**src/logic/mdu_pkg.sv**
```systemverilog
package mdu_pkg;

    typedef logic [31:0] word_t;
    typedef logic [5:0]  rob_id_t;

    // queue geometry and port counts
    localparam int IQ_SIZE    = 8;
    localparam int IQ_PTR_W   = 3;
    localparam int DISP_COUNT = 2;
    localparam int CDB_COUNT  = 2;

    // divider runs one quotient bit per step
    localparam int DIV_STEPS = 32;
    localparam int DIV_CNT_W = 5;

    typedef enum logic [2:0] {
        OP_MUL,
        OP_MULH,
        OP_MULHU,
        OP_DIV,
        OP_DIVU,
        OP_MOD,
        OP_MODU
    } mdu_op_e;

    typedef enum logic [1:0] {
        IDLE,
        MUL,
        DIV,
        DONE
    } exec_state_e;

    // ------------------------------------------------------------------
    // dispatch side records
    typedef struct packed {
        logic    ready;
        rob_id_t tag;
        word_t   value;
    } operand_t;

    typedef struct packed {
        logic           valid;
        mdu_op_e        op;
        rob_id_t        dest;
        operand_t [1:0] src;
    } disp_pkt_t;

    typedef struct packed {
        logic    valid;
        rob_id_t tag;
        word_t   data;
    } cdb_t;

    // ------------------------------------------------------------------
    // pipeline records, queue -> decode -> execute -> result -> output
    typedef struct packed {
        mdu_op_e     op;
        rob_id_t     dest;
        word_t [1:0] src;
    } mdu_req_t;

    typedef struct packed {
        rob_id_t dest;
        logic    is_div;
        logic    want_high;
        logic    negate_result;
        logic    div_by_zero;
        word_t   mag_a;
        word_t   mag_b;
    } mdu_ctrl_t;

    typedef struct packed {
        rob_id_t dest;
        logic    is_div;
        logic    want_high;
        logic    negate_result;
        logic    div_by_zero;
        word_t   dividend;
        word_t   hi;
        word_t   lo;
    } mdu_raw_t;

    typedef struct packed {
        rob_id_t dest;
        word_t   data;
    } mdu_res_t;

endpackage

```
**src/logic/mdu_op_decode.sv**
```systemverilog
module mdu_op_decode (
    input  logic               clk,
    input  logic               reset_i,
    input  logic               flush_i,
    input  mdu_pkg::mdu_req_t  req_i,
    input  logic               req_valid_i,
    input  logic               start_ready_i,
    output logic               accept_o,
    output mdu_pkg::mdu_ctrl_t ctrl_o,
    output logic               ctrl_valid_o
);
    import mdu_pkg::*;

    logic      valid_q;
    mdu_ctrl_t ctrl_q;
    mdu_ctrl_t ctrl;
    word_t     a;
    word_t     b;
    logic      is_signed;
    logic      sign_a;
    logic      sign_b;
    logic      neg;

    always_comb begin
        a         = req_i.src[0];
        b         = req_i.src[1];
        is_signed = req_i.op inside {OP_MULH, OP_DIV, OP_MOD};
        sign_a    = is_signed && a[31];
        sign_b    = is_signed && b[31];
        case (req_i.op)
            OP_MULH, OP_DIV: neg = sign_a ^ sign_b;
            // remainder follows the dividend
            OP_MOD:          neg = sign_a;
            default:         neg = 1'b0;
        endcase

        ctrl.dest          = req_i.dest;
        ctrl.is_div        = req_i.op inside {OP_DIV, OP_DIVU, OP_MOD, OP_MODU};
        ctrl.want_high     = req_i.op inside {OP_MULH, OP_MULHU, OP_MOD, OP_MODU};
        ctrl.div_by_zero   = ctrl.is_div && (b == '0);
        ctrl.negate_result = neg && !ctrl.div_by_zero;
        // the raw dividend is kept for the fixed div-by-zero remainder
        ctrl.mag_a         = (sign_a && !ctrl.div_by_zero) ? -a : a;
        ctrl.mag_b         = sign_b ? -b : b;
    end

    assign accept_o = !valid_q || start_ready_i;

    always_ff @(posedge clk) begin
        if (reset_i || flush_i) begin
            valid_q <= 1'b0;
        end else if (accept_o) begin
            valid_q <= req_valid_i;
        end
    end

    always_ff @(posedge clk) begin
        if (accept_o && req_valid_i) begin
            ctrl_q <= ctrl;
        end
    end

    assign ctrl_o       = ctrl_q;
    assign ctrl_valid_o = valid_q;

endmodule

```
**config.mk**
```make
export PLATFORM = sky130hd
export DESIGN_NAME = mdu_op_decode
export DESIGN_NICKNAME = d
export VERILOG_FILES = /design/src/logic/mdu_pkg.sv /design/src/logic/mdu_op_decode.sv
export SDC_FILE = /design/constraint.sdc
export NUM_CORES = 1
export LEC_CHECK = 0
export ABC_AREA = 1
export ABC_CLOCK_PERIOD_IN_PS = 6010
export BUFFER_PORTS_ARGS = -buffer_cell sky130_fd_sc_hd__buf_2
export CAP_MARGIN = 10
export CORE_MARGIN = 2
export CORE_UTILIZATION = 45
export DETAILED_ROUTE_END_ITERATION = 7
export PLACE_DENSITY = 0.75
export SETUP_SLACK_MARGIN = 0.4
export SYNTH_ARGS = -nofsm -noshare
export SYNTH_HDL_FRONTEND = slang
export SYNTH_SLANG_ARGS = --single-unit
```
**constraint.sdc**
```tcl
create_clock -name clk -period 6.01 [get_ports clk]
set_input_delay 0.601 -clock clk [delete_from_list [all_inputs] [get_ports clk]]
set_output_delay 0.601 -clock clk [all_outputs]
set_load 0.1 [all_outputs]
```
==> summary.md <==
| Metric | Value |
|---|---|
| GR Util met2 | `37.0%` |
| Primary FF master, synth | `edfxtp_1` |
| Power density over the cells | `273 nW/um2` |
| Synthesized net count | `671` |
| Flop-to-flop setup slack | `3.94 ns` |
| Worst Skew | `0.00666 ns` |
| Int Power | `0.000953 W` |
| Status | `finished, final reports clean` |
| Crit share post-route | `35.1%` |
| P&R area growth vs syn | `23.7%` |
| Ratio of cells with drive above 1 in the final layout | `24.7%` |
| Via Count | `4397` |
| Fmax | `474 MHz` |
| First-pass GRT wire length | `19.5 mm` |
| Initial Utilization | `46.8%` |
| Setup bufs post-CTS | `0` |
| DIE AREA | `11100 um2` |
| Worst Hold Class | `input pin to flip-flop` |
| CP endpoint kind | `flip-flop` |
| Post-synthesis mux area share | `0%` |
| Hold depth | `2` |
| Die width | `105 um` |
| Yosys warnings | `0` |
| Post-layout util | `57.9%` |
| Simple-Gate Fraction of Synth Area | `35.0%` |
| Drt pass-1 iters | `5` |
| DRT iter0 DRCs | `239` |
| Comb pwr share | `31.2%` |
| Critical Path Source Type | `input pin` |
| Clk buf depth | `2` |
| Worst Path Required | `6.00 ns` |
| Hold buffer count at cts | `0` |
| Largest cells by area after synthesis | `edfxtp_1 (48%), nand2_1 (18%), nor2_1 (8.2%)` |
| Worst slew pin tran | `0.845 ns` |
| Synth Area in Compound Gates | `3.82%` |
| GR Overflow Total | `0` |
| CTS Buf Count | `9` |
| Synth Area per Inst | `7.81 um2` |
| # nets final | `827` |
| Clock Latency Late Sink | `0.35 ns` |
| Sw power | `0.000606 W` |
| Hpwl dp | `9.36 mm` |
| Largest family of logic cells by synthesized area | `simple AND/OR/NAND/NOR gates` |
| Number of nets with antenna violations after routing | `0` |
| DRC Markers | `0` |
| CTS Sinks | `75` |
| Final estimated routing congestion in global placement | `0.918` |
| R2r worst-path depth | `2` |
| Vias in the first global route | `4193` |
| Io pins | `154` |
| Root Driver | `clkbuf_8` |
| Final Power | `0.00156 W` |
| CORE AREA | `9860 um2` |
| Period minus WS final | `2.11 ns` |
| Cells after synthesis | `591` |
| Fin. max-slew vios | `0` |
| Sequential cell area | `2240 um2` |
| RSZ-0062 raised after global routing | `no` |
| P_leak | `2.66 nW` |
| Setup Crit Path Kind | `input pin to flip-flop` |
| Fin. Hold Viols | `0` |
| Cell Area, Synth | `4620 um2` |
| Antenna cells | `0` |
| VDD IR max | `0.140 mV` |
| Final setup violating endpoints | `0` |
| Clock tree from TritonCTS | `done` |
| Distinct cell type count after synthesis | `28` |
| Setup TNS | `0 ns` |
| Multi-input combinational cell area | `2130 um2` |
| Async SR Flop Fraction | `0%` |
| GR Util All Layers | `21.9%` |
| Max_cap viols | `0` |
| Area share of the largest cell type after synthesis | `48.1%` |
| Clock transition at path regs | `0.07 ns` |
| Clock power share | `28.1%` |
| Pin count of the biggest net entering global routing | `47` |
| Via density per instance | `4.97` |
| H-tree depth | `3` |
| Post-Synth XOR/XNOR Area | `6.45%` |
| Sw Ratio | `38.9%` |
| #FFs+latches synth | `75` |
| Fillcell total | `911` |
| Die height | `105 um` |
| CP arrival | `2.10 ns` |
| Initial antenna violation count | `0` |
| Worst slew margin | `43.6%` |
| CP max FO | `46` |
| Gr busiest metal | `met2` |
| Count of input and output buffers | `153` |
| Resized cells post-CTS | `0` |
| Met3 Use GR | `2.97%` |
| Post-DR wirelength/cell | `13.5 um` |
| Synth Area in Adders | `0.542%` |
| Seq/Total Area, Yosys | `48.6%` |
| Routing usage on met1 | `28.3%` |
| Seq pwr share | `40.8%` |
| Synth area leader | `edfxtp_1` |
| Post-synth EDFFs | `74` |
| DRT Wirelength | `11.9 mm` |
| Row Count | `36` |
path summary, 6_finish.rpt:
kind                   to           from
min reg2reg  ctrl_valid_o   ctrl_valid_o
max             ctrl_o[2]  start_ready_i
max reg2reg     ctrl_o[2]   ctrl_valid_o
min          ctrl_valid_o        reset_i
routing by layer:
| metal | vias up | wire, um |
|---|---|---|
| li1 | 2225 | - |
| met1 | 1979 | 5120 |
| met2 | 173 | 5720 |
| met3 | 20 | 826 |
| met4 | 0 | 245 |
| met5 | - | 0 |
flip-flops by register name, indices dropped and copies added, names as in the netlist:
| register | cells |
|---|---|
| ctrl_o | 74 |
| ctrl_valid_o | 1 |
cells in the final DEF, fill, tap and decap left out, types with 2 or more instances in the layout:
cell type and instances:
nand3_1 40, nand2_2 3, xnor2_1 9, bufinv_16 2, a21oi_1 10, nand4_1 11, clkinv_2 2, o21ai_0 7
edfxtp_1 74, nor2_2 7, nor2_4 2, xor2_1 25, nand2_1 222, nor3_1 3, ha_1 2, o21bai_1 8
inv_1 46, clkbuf_8 10, nand3b_1 2, buf_2 153, buf_4 2, nor2_1 101
worst max-delay path, stage by stage:
cell and delay (ns):
buf_2 0.07, inv_1 0.07, a21boi_4 0.68, buf_4 0.63
through the flow:
stage	instances	setup slack (ns)	cell area [um2]	hold slack, ns
2_1_floorplan	591	1.14	4620	0.678
3_3_place_gp	869	3.54	5500	0.576
3_5_place_dp	869	3.49	5500	0.598
4_1_cts	885	3.87	5710	0.396
5_1_grt	885	3.71	5710	0.392
6_report	885	3.90	5710	0.403
cell usage after synthesis, types with 5 or more instances:
master	number
nor2_2	7
buf_6	5
xnor2_1	9
edfxtp_1	74
o21bai_1	8
a21oi_1	10
inv_1	46
nand2_1	222
nand4_1	11
xor2_1	25
o21ai_0	7
nand3_1	40
nor2_1	101
buf_2	5
cell type report:
class	instances	area share, %
Tap cell	133	2.91
Multi-Input combinational cell	458	37.2
Clock buffer	11	2.47
Inverter	48	3.15
Sequential cell	75	39.2
Timing Repair Buffer	155	13.7
Clock inverter	5	1.36
cells by family (layout without fill, tap and decap cells):
group	Yosys count	after routing
DFF	75	75
adders and majority gates	2	2
AOI/OAI and AO/OA	29	29
buffers and inverters	58	219
and+or+nand+nor	393	393
xor gates and xnor gates	34	34
power by group through the flow:
stage                     registers [W]  logic [W]  clock network, W
after global placement         0.000648   0.000481                 0
after CTS                      0.000636   0.000487          0.000442
after floorplan                0.000933   0.000103                 0
after detailed placement       0.000648   0.000486                 0
final                          0.000636   0.000486          0.000437
after global routing           0.000639   0.000513          0.000462
Note: power is estimated with default switching activity, not from simulation.
