## src/logic/mdu_pkg.sv

```systemverilog
package mdu_pkg;

    typedef logic [31:0] word_t;
    typedef logic [5:0]  rob_id_t;

    // queue geometry and port counts
    localparam int IQ_SIZE    = 8;
    localparam int IQ_PTR_W   = 3;
    localparam int DISP_COUNT = 2;
    localparam int CDB_COUNT  = 2;

    // divider runs one quotient bit per step
    localparam int DIV_STEPS = 32;
    localparam int DIV_CNT_W = 5;

    typedef enum logic [2:0] {
        OP_MUL,
        OP_MULH,
        OP_MULHU,
        OP_DIV,
        OP_DIVU,
        OP_MOD,
        OP_MODU
    } mdu_op_e;

    typedef enum logic [1:0] {
        IDLE,
        MUL,
        DIV,
        DONE
    } exec_state_e;

    // ------------------------------------------------------------------
    // dispatch side records
    typedef struct packed {
        logic    ready;
        rob_id_t tag;
        word_t   value;
    } operand_t;

    typedef struct packed {
        logic           valid;
        mdu_op_e        op;
        rob_id_t        dest;
        operand_t [1:0] src;
    } disp_pkt_t;

    typedef struct packed {
        logic    valid;
        rob_id_t tag;
        word_t   data;
    } cdb_t;

    // ------------------------------------------------------------------
    // pipeline records, queue -> decode -> execute -> result -> output
    typedef struct packed {
        mdu_op_e     op;
        rob_id_t     dest;
        word_t [1:0] src;
    } mdu_req_t;

    typedef struct packed {
        rob_id_t dest;
        logic    is_div;
        logic    want_high;
        logic    negate_result;
        logic    div_by_zero;
        word_t   mag_a;
        word_t   mag_b;
    } mdu_ctrl_t;

    typedef struct packed {
        rob_id_t dest;
        logic    is_div;
        logic    want_high;
        logic    negate_result;
        logic    div_by_zero;
        word_t   dividend;
        word_t   hi;
        word_t   lo;
    } mdu_raw_t;

    typedef struct packed {
        rob_id_t dest;
        word_t   data;
    } mdu_res_t;

endpackage

```

## src/logic/mdu_execute.sv

```systemverilog
module mdu_execute (
    input  logic               clk,
    input  logic               reset_i,
    input  logic               flush_i,
    input  mdu_pkg::mdu_ctrl_t ctrl_i,
    input  logic               ctrl_valid_i,
    input  logic               take_i,
    output logic               start_ready_o,
    output mdu_pkg::mdu_raw_t  raw_o,
    output logic               done_o
);
    import mdu_pkg::*;

    exec_state_e          state_q;
    mdu_ctrl_t            ctrl_q;
    word_t                hi_q;
    word_t                lo_q;
    logic [DIV_CNT_W-1:0] cnt_q;
    logic                 start;

    logic [63:0] prod;
    logic [32:0] trial;
    logic [32:0] diff;
    logic        q_bit;
    word_t       rem_next;

    assign start_ready_o = (state_q == IDLE);
    assign start         = start_ready_o && ctrl_valid_i;
    assign done_o        = (state_q == DONE);

    // ------------------------------------------------------------------
    // datapath
    assign prod = 64'(ctrl_q.mag_a) * 64'(ctrl_q.mag_b);

    // restoring step, hi holds the partial remainder, lo shifts the dividend out
    assign trial    = {hi_q, lo_q[31]};
    assign diff     = trial - {1'b0, ctrl_q.mag_b};
    assign q_bit    = !diff[32];
    assign rem_next = q_bit ? diff[31:0] : trial[31:0];

    always_ff @(posedge clk) begin
        if (reset_i || flush_i) begin
            state_q <= IDLE;
        end else begin
            case (state_q)
                IDLE: begin
                    if (ctrl_valid_i) begin
                        if (!ctrl_i.is_div) begin
                            state_q <= MUL;
                        end else if (ctrl_i.div_by_zero) begin
                            state_q <= DONE;
                        end else begin
                            state_q <= DIV;
                        end
                    end
                end
                MUL:     state_q <= DONE;
                DIV: begin
                    if (cnt_q == DIV_CNT_W'(DIV_STEPS - 1)) begin
                        state_q <= DONE;
                    end
                end
                DONE: begin
                    if (take_i) begin
                        state_q <= IDLE;
                    end
                end
                default: state_q <= IDLE;
            endcase
        end
    end

    always_ff @(posedge clk) begin
        if (start) begin
            ctrl_q <= ctrl_i;
            cnt_q  <= '0;
            hi_q   <= '0;
            // div by zero lands directly on the all-ones quotient
            lo_q   <= ctrl_i.div_by_zero ? '1 : ctrl_i.mag_a;
        end else if (state_q == MUL) begin
            {hi_q, lo_q} <= prod;
        end else if (state_q == DIV) begin
            hi_q  <= rem_next;
            lo_q  <= {lo_q[30:0], q_bit};
            cnt_q <= cnt_q + 1'b1;
        end
    end

    always_comb begin
        raw_o.dest          = ctrl_q.dest;
        raw_o.is_div        = ctrl_q.is_div;
        raw_o.want_high     = ctrl_q.want_high;
        raw_o.negate_result = ctrl_q.negate_result;
        raw_o.div_by_zero   = ctrl_q.div_by_zero;
        // only meaningful on div by zero, where decode left it unsigned
        raw_o.dividend      = ctrl_q.mag_a;
        raw_o.hi            = hi_q;
        raw_o.lo            = lo_q;
    end

    a_done_held: assert property (@(posedge clk) disable iff (reset_i || flush_i)
        done_o && !take_i |=> done_o)
        else $error("done dropped before take");

endmodule

```

## config.mk

```make
export PLATFORM = sky130hd
export DESIGN_NAME = mdu_execute
export DESIGN_NICKNAME = d
export VERILOG_FILES = /design/src/logic/mdu_pkg.sv /design/src/logic/mdu_execute.sv
export SDC_FILE = /design/constraint.sdc
export NUM_CORES = 2
export LEC_CHECK = 0
export BUFFER_PORTS_ARGS = -buffer_cell sky130_fd_sc_hd__buf_2
export CAP_MARGIN = 25
export CORE_AREA = 2 2 221 386
export DETAILED_ROUTE_END_ITERATION = 10
export DIE_AREA = 0 0 223 388
export PLACE_DENSITY_LB_ADDON = 0.12
export SETUP_SLACK_MARGIN = 0.1
export SLEW_MARGIN = 10
export SYNTH_ARGS = -nofsm -noshare
export SYNTH_HDL_FRONTEND = slang
export SYNTH_SLANG_ARGS = --single-unit
```

## constraint.sdc

```tcl
create_clock -name clk -period 10.9 [get_ports clk]
set_clock_uncertainty 0.15 [all_clocks]
set_input_delay 2.18 -clock clk [delete_from_list [all_inputs] [get_ports clk]]
set_output_delay 2.18 -clock clk [all_outputs]
set_load 0.05 [all_outputs]
```

==> reports/qor.log <==
qor: sta.finalSetupViolCount 0
qor: clock_network.cts-root-to-sink-buffers 2
qor: floorplanning.floorplan.initialDensity 0.4977
qor: synthesis.synth_cell_type_count 85
qor: floorplanning.die_h 388 um
qor: layout.final_net_count 5749
qor: floorplanning.num_io_pins 187
qor: detailed_routing.routed.top_layer met5
qor: detailed_routing.route.antenna.remaining_nets 0
qor: synthesis.synth_edf_count 106
qor: synthesis.syn_area 0.04141 sq mm
qor: floorplanning.placeableCoreArea 0.08320 sq mm
qor: sta.achievable-frequency 0.1163 GHz
qor: sta.slew_headroom 0.3006
qor: grt.number_of_antenna_violations_at_the_first_check_in_global_routing 4
qor: sta.setup_repair_after_global_routing_missed_its_margin no
qor: floorplanning.floorplan_die_area 0.08652 sq mm
qor: detailed_routing.total_met2_wirelength_after_detailed_routing 69450 um
qor: sta.final_critical_path_required_period 8.597 ns
qor: critical_path.crit_path_start_kind register
qor: sta.final_max_slew_viol_count 0
qor: clock_network.cts_num_sinks 145
qor: detailed_routing.met3_length 5683 um
qor: layout.stdcell_area 0.04360 sq mm
qor: grt.grt_start_max_net_pins 66
qor: critical_path.critPathCaptureType register
qor: placed_design.placed_area 0.04299 sq mm
qor: clock_network.num_cts_buffers 17
qor: floorplanning.rows 140
qor: layout.final_common_cell sky130_fd_sc_hd__inv_1
qor: placed_design.gpl.final_weighted_congestion 0.9412
qor: detailed_routing.route.layer.met1.wl 44370 um
qor: layout.syn_to_final_growth 5.288%
qor: placed_design.post-dp-hpwl 101400 um
qor: clock_network.post_cts.resized_instances 0
qor: worst_hold_path.hold_path_class reg -> reg
qor: floorplanning.chipWidth 223 um
qor: grt.grt_remaining_overflow 0
qor: clock_network.cts_tree done
qor: outcome.run_status completed
qor: detailed_routing.drt_first_iter_violations 1746
qor: grt.grt_pass1_wl 198300 um
qor: sta.final-hold-violation-count 0
qor: critical_path.path_max_fanout 19
qor: sta.tns 0 ns
qor: clock_network.insertion_delay 0.53 ns
qor: sta.worstMarginPinSlew 1.049 ns
qor: detailed_routing.route.detailed.vias_per_inst 5.589
qor: detailed_routing.drt_wl_total 127300 um
qor: clock_network.clk_transition_reported_paths 0.10 ns
qor: sta.post-route-period-util 0.7887
qor: grt.grt.total_usage 0.3065
qor: synthesis.seq_area_frac_synth 0.09572
qor: clock_network.cts_root_buf sky130_fd_sc_hd__clkbuf_16
qor: detailed_routing.wl_per_cell 22.93 um
qor: synthesis.syn_nets 5757
qor: synthesis.postSynth.topFlopCell sky130_fd_sc_hd__edfxtp_1
qor: critical_path.timing.critical_path.required 11.17 ns
qor: critical_path.timing.setup.critical_path_class reg -> reg
qor: detailed_routing.number_of_optimization_iterations_in_the_first_detailed_route_pass 6
qor: placed_design.place.port_buffers 186
qor: layout.multi_input_area 0.03265 sq mm
qor: synthesis.synth.yosys.warnings 0
qor: detailed_routing.drcViolationCount 0
qor: clock_network.post-cts-setup-buffer-count 0
qor: grt.number_of_global_route_vias_before_repair 34640
qor: detailed_routing.detailroute.via_count 31020
qor: layout.number_of_filler_cells_placed_in_the_layout 7826
qor: clock_network.ctsHoldBuffers 0
qor: synthesis.syn_avg_cell_area 9.243 sq um
qor: synthesis.ys_ff_latch 145
qor: layout.area.sequential 0.003964 sq mm
qor: synthesis.asyncSetResetFlopFracSynth 0
qor: layout.post_route_cells_drive_above_1_share 0.07269
qor: critical_path.endpoint_arrival_time_on_the_critical_path 8.87 ns
qor: layout.commonest_non_fill_non_tap_cells_in_the_layout sky130_fd_sc_hd__inv_1 (935), sky130_fd_sc_hd__fa_1 (897), sky130_fd_sc_hd__and2_1 (581), sky130_fd_sc_hd__nand2_1 (551), sky130_fd_sc_hd__ha_1 (300)
qor: flow_run.max-cap-violations 0
qor: synthesis.synthCells 4480
qor: clock_network.h-tree-depth 4
## through the flow
stage | setup WS, ns | utilization | cells | hold WS, ns
after floorplan | 3.340 | - | 4480 | 0.3172
after global placement | 2.265 | 0.5163 | 5516 | 0.3305
after detailed placement | 2.372 | 0.5166 | 5518 | 0.3430
after CTS | 2.285 | 0.5240 | 5550 | 0.3671
after global routing | 1.962 | 0.5240 | 5550 | 0.4096
final | 2.303 | 0.5240 | 5551 | 0.3603
## cells by family after synthesis
logic type / share of synthesized area
AOI/OAI and AO/OA: 0.07346
xor gates and xnor gates: 0.01925
adders and majority gates: 0.5246
buffers and inverters: 0.1158
DFF: 0.09572
muxes: 0.008642
and+or+nand+nor: 0.1625
## cell usage after synthesis (15+ instances only)
library cell,count,area share
sky130_fd_sc_hd__nand2_1,552,0.050
sky130_fd_sc_hd__clkbuf_1,225,0.020
sky130_fd_sc_hd__o211ai_1,16,0.0029
sky130_fd_sc_hd__a21oi_1,158,0.019
sky130_fd_sc_hd__xnor2_1,59,0.012
sky130_fd_sc_hd__nor3_1,47,0.0057
sky130_fd_sc_hd__and3_1,15,0.0023
sky130_fd_sc_hd__o21bai_1,20,0.0036
sky130_fd_sc_hd__mux2i_1,29,0.0070
sky130_fd_sc_hd__edfxtp_1,106,0.077
sky130_fd_sc_hd__and2_1,581,0.088
sky130_fd_sc_hd__ha_1,301,0.091
sky130_fd_sc_hd__a21o_1,55,0.010
sky130_fd_sc_hd__dfxtp_1,39,0.019
sky130_fd_sc_hd__fa_1,897,0.43
sky130_fd_sc_hd__o21ai_0,71,0.0086
sky130_fd_sc_hd__nand4_1,18,0.0027
sky130_fd_sc_hd__xor2_1,27,0.0057
sky130_fd_sc_hd__inv_1,935,0.085
sky130_fd_sc_hd__buf_4,43,0.0078
sky130_fd_sc_hd__nor2_1,61,0.0055
sky130_fd_sc_hd__nand3_1,18,0.0022
## worst max-delay path: stages (launching register included)
cell,delay [ns]
sky130_fd_sc_hd__edfxtp_1,0.94
sky130_fd_sc_hd__buf_4,0.35
sky130_fd_sc_hd__nand2_1,0.10
sky130_fd_sc_hd__fa_1,0.57
sky130_fd_sc_hd__fa_1,0.55
sky130_fd_sc_hd__inv_1,0.05
sky130_fd_sc_hd__fa_1,0.48
sky130_fd_sc_hd__fa_1,0.61
sky130_fd_sc_hd__fa_1,0.44
sky130_fd_sc_hd__fa_1,0.46
sky130_fd_sc_hd__fa_1,0.55
sky130_fd_sc_hd__inv_1,0.07
sky130_fd_sc_hd__fa_1,0.51
sky130_fd_sc_hd__inv_1,0.07
sky130_fd_sc_hd__ha_1,0.38
sky130_fd_sc_hd__nand2_1,0.15
sky130_fd_sc_hd__nor3_1,0.22
sky130_fd_sc_hd__nand2_1,0.10
sky130_fd_sc_hd__or4_1,0.45
sky130_fd_sc_hd__or3_1,0.38
sky130_fd_sc_hd__o21ai_2,0.21
sky130_fd_sc_hd__o21bai_1,0.11
sky130_fd_sc_hd__o211a_1,0.24
sky130_fd_sc_hd__a21o_1,0.19
sky130_fd_sc_hd__nor3_2,0.14
## final cells by class
type,count,share of cell area
repair buffers,262,0.03478
inverters,937,0.08073
flip-flops and latches,145,0.09092
clock buffers,17,0.009757
clock inverters,15,0.004247
well taps,1065,0.03056
multi-input cells,3109,0.7489
diodes,1,0.00005740
## registers in the layout (all words and copies together), names as in the netlist
register and cells:
lo_q 32, state_q 2, ctrl_q 32, raw_o 42, cnt_q 5, hi_q 32
## worst paths after layout
| kind | start | endpoint | slack (ns) | cells past startpoint |
|---|---|---|---|---|
| worst min register to register | cnt_q[3] | cnt_q[3] | 0.36 | 2 |
| worst max-delay path | raw_o[83] | hi_q[31] | 2.30 | 24 |
| worst max register to register | raw_o[83] | hi_q[31] | 2.30 | 24 |
| worst min-delay path | cnt_q[3] | cnt_q[3] | 0.36 | 2 |
## layer usage
layer | global-route usage | vias up
met5 | 0 | -
met4 | 0.1686 | 4
met3 | 0.03675 | 318
met2 | 0.5778 | 927
met1 | 0.3294 | 16290
li1 | - | 13480
Power is not shown: default switching activity piles up to over one toggle a cycle in this logic, so the estimate is an artifact.
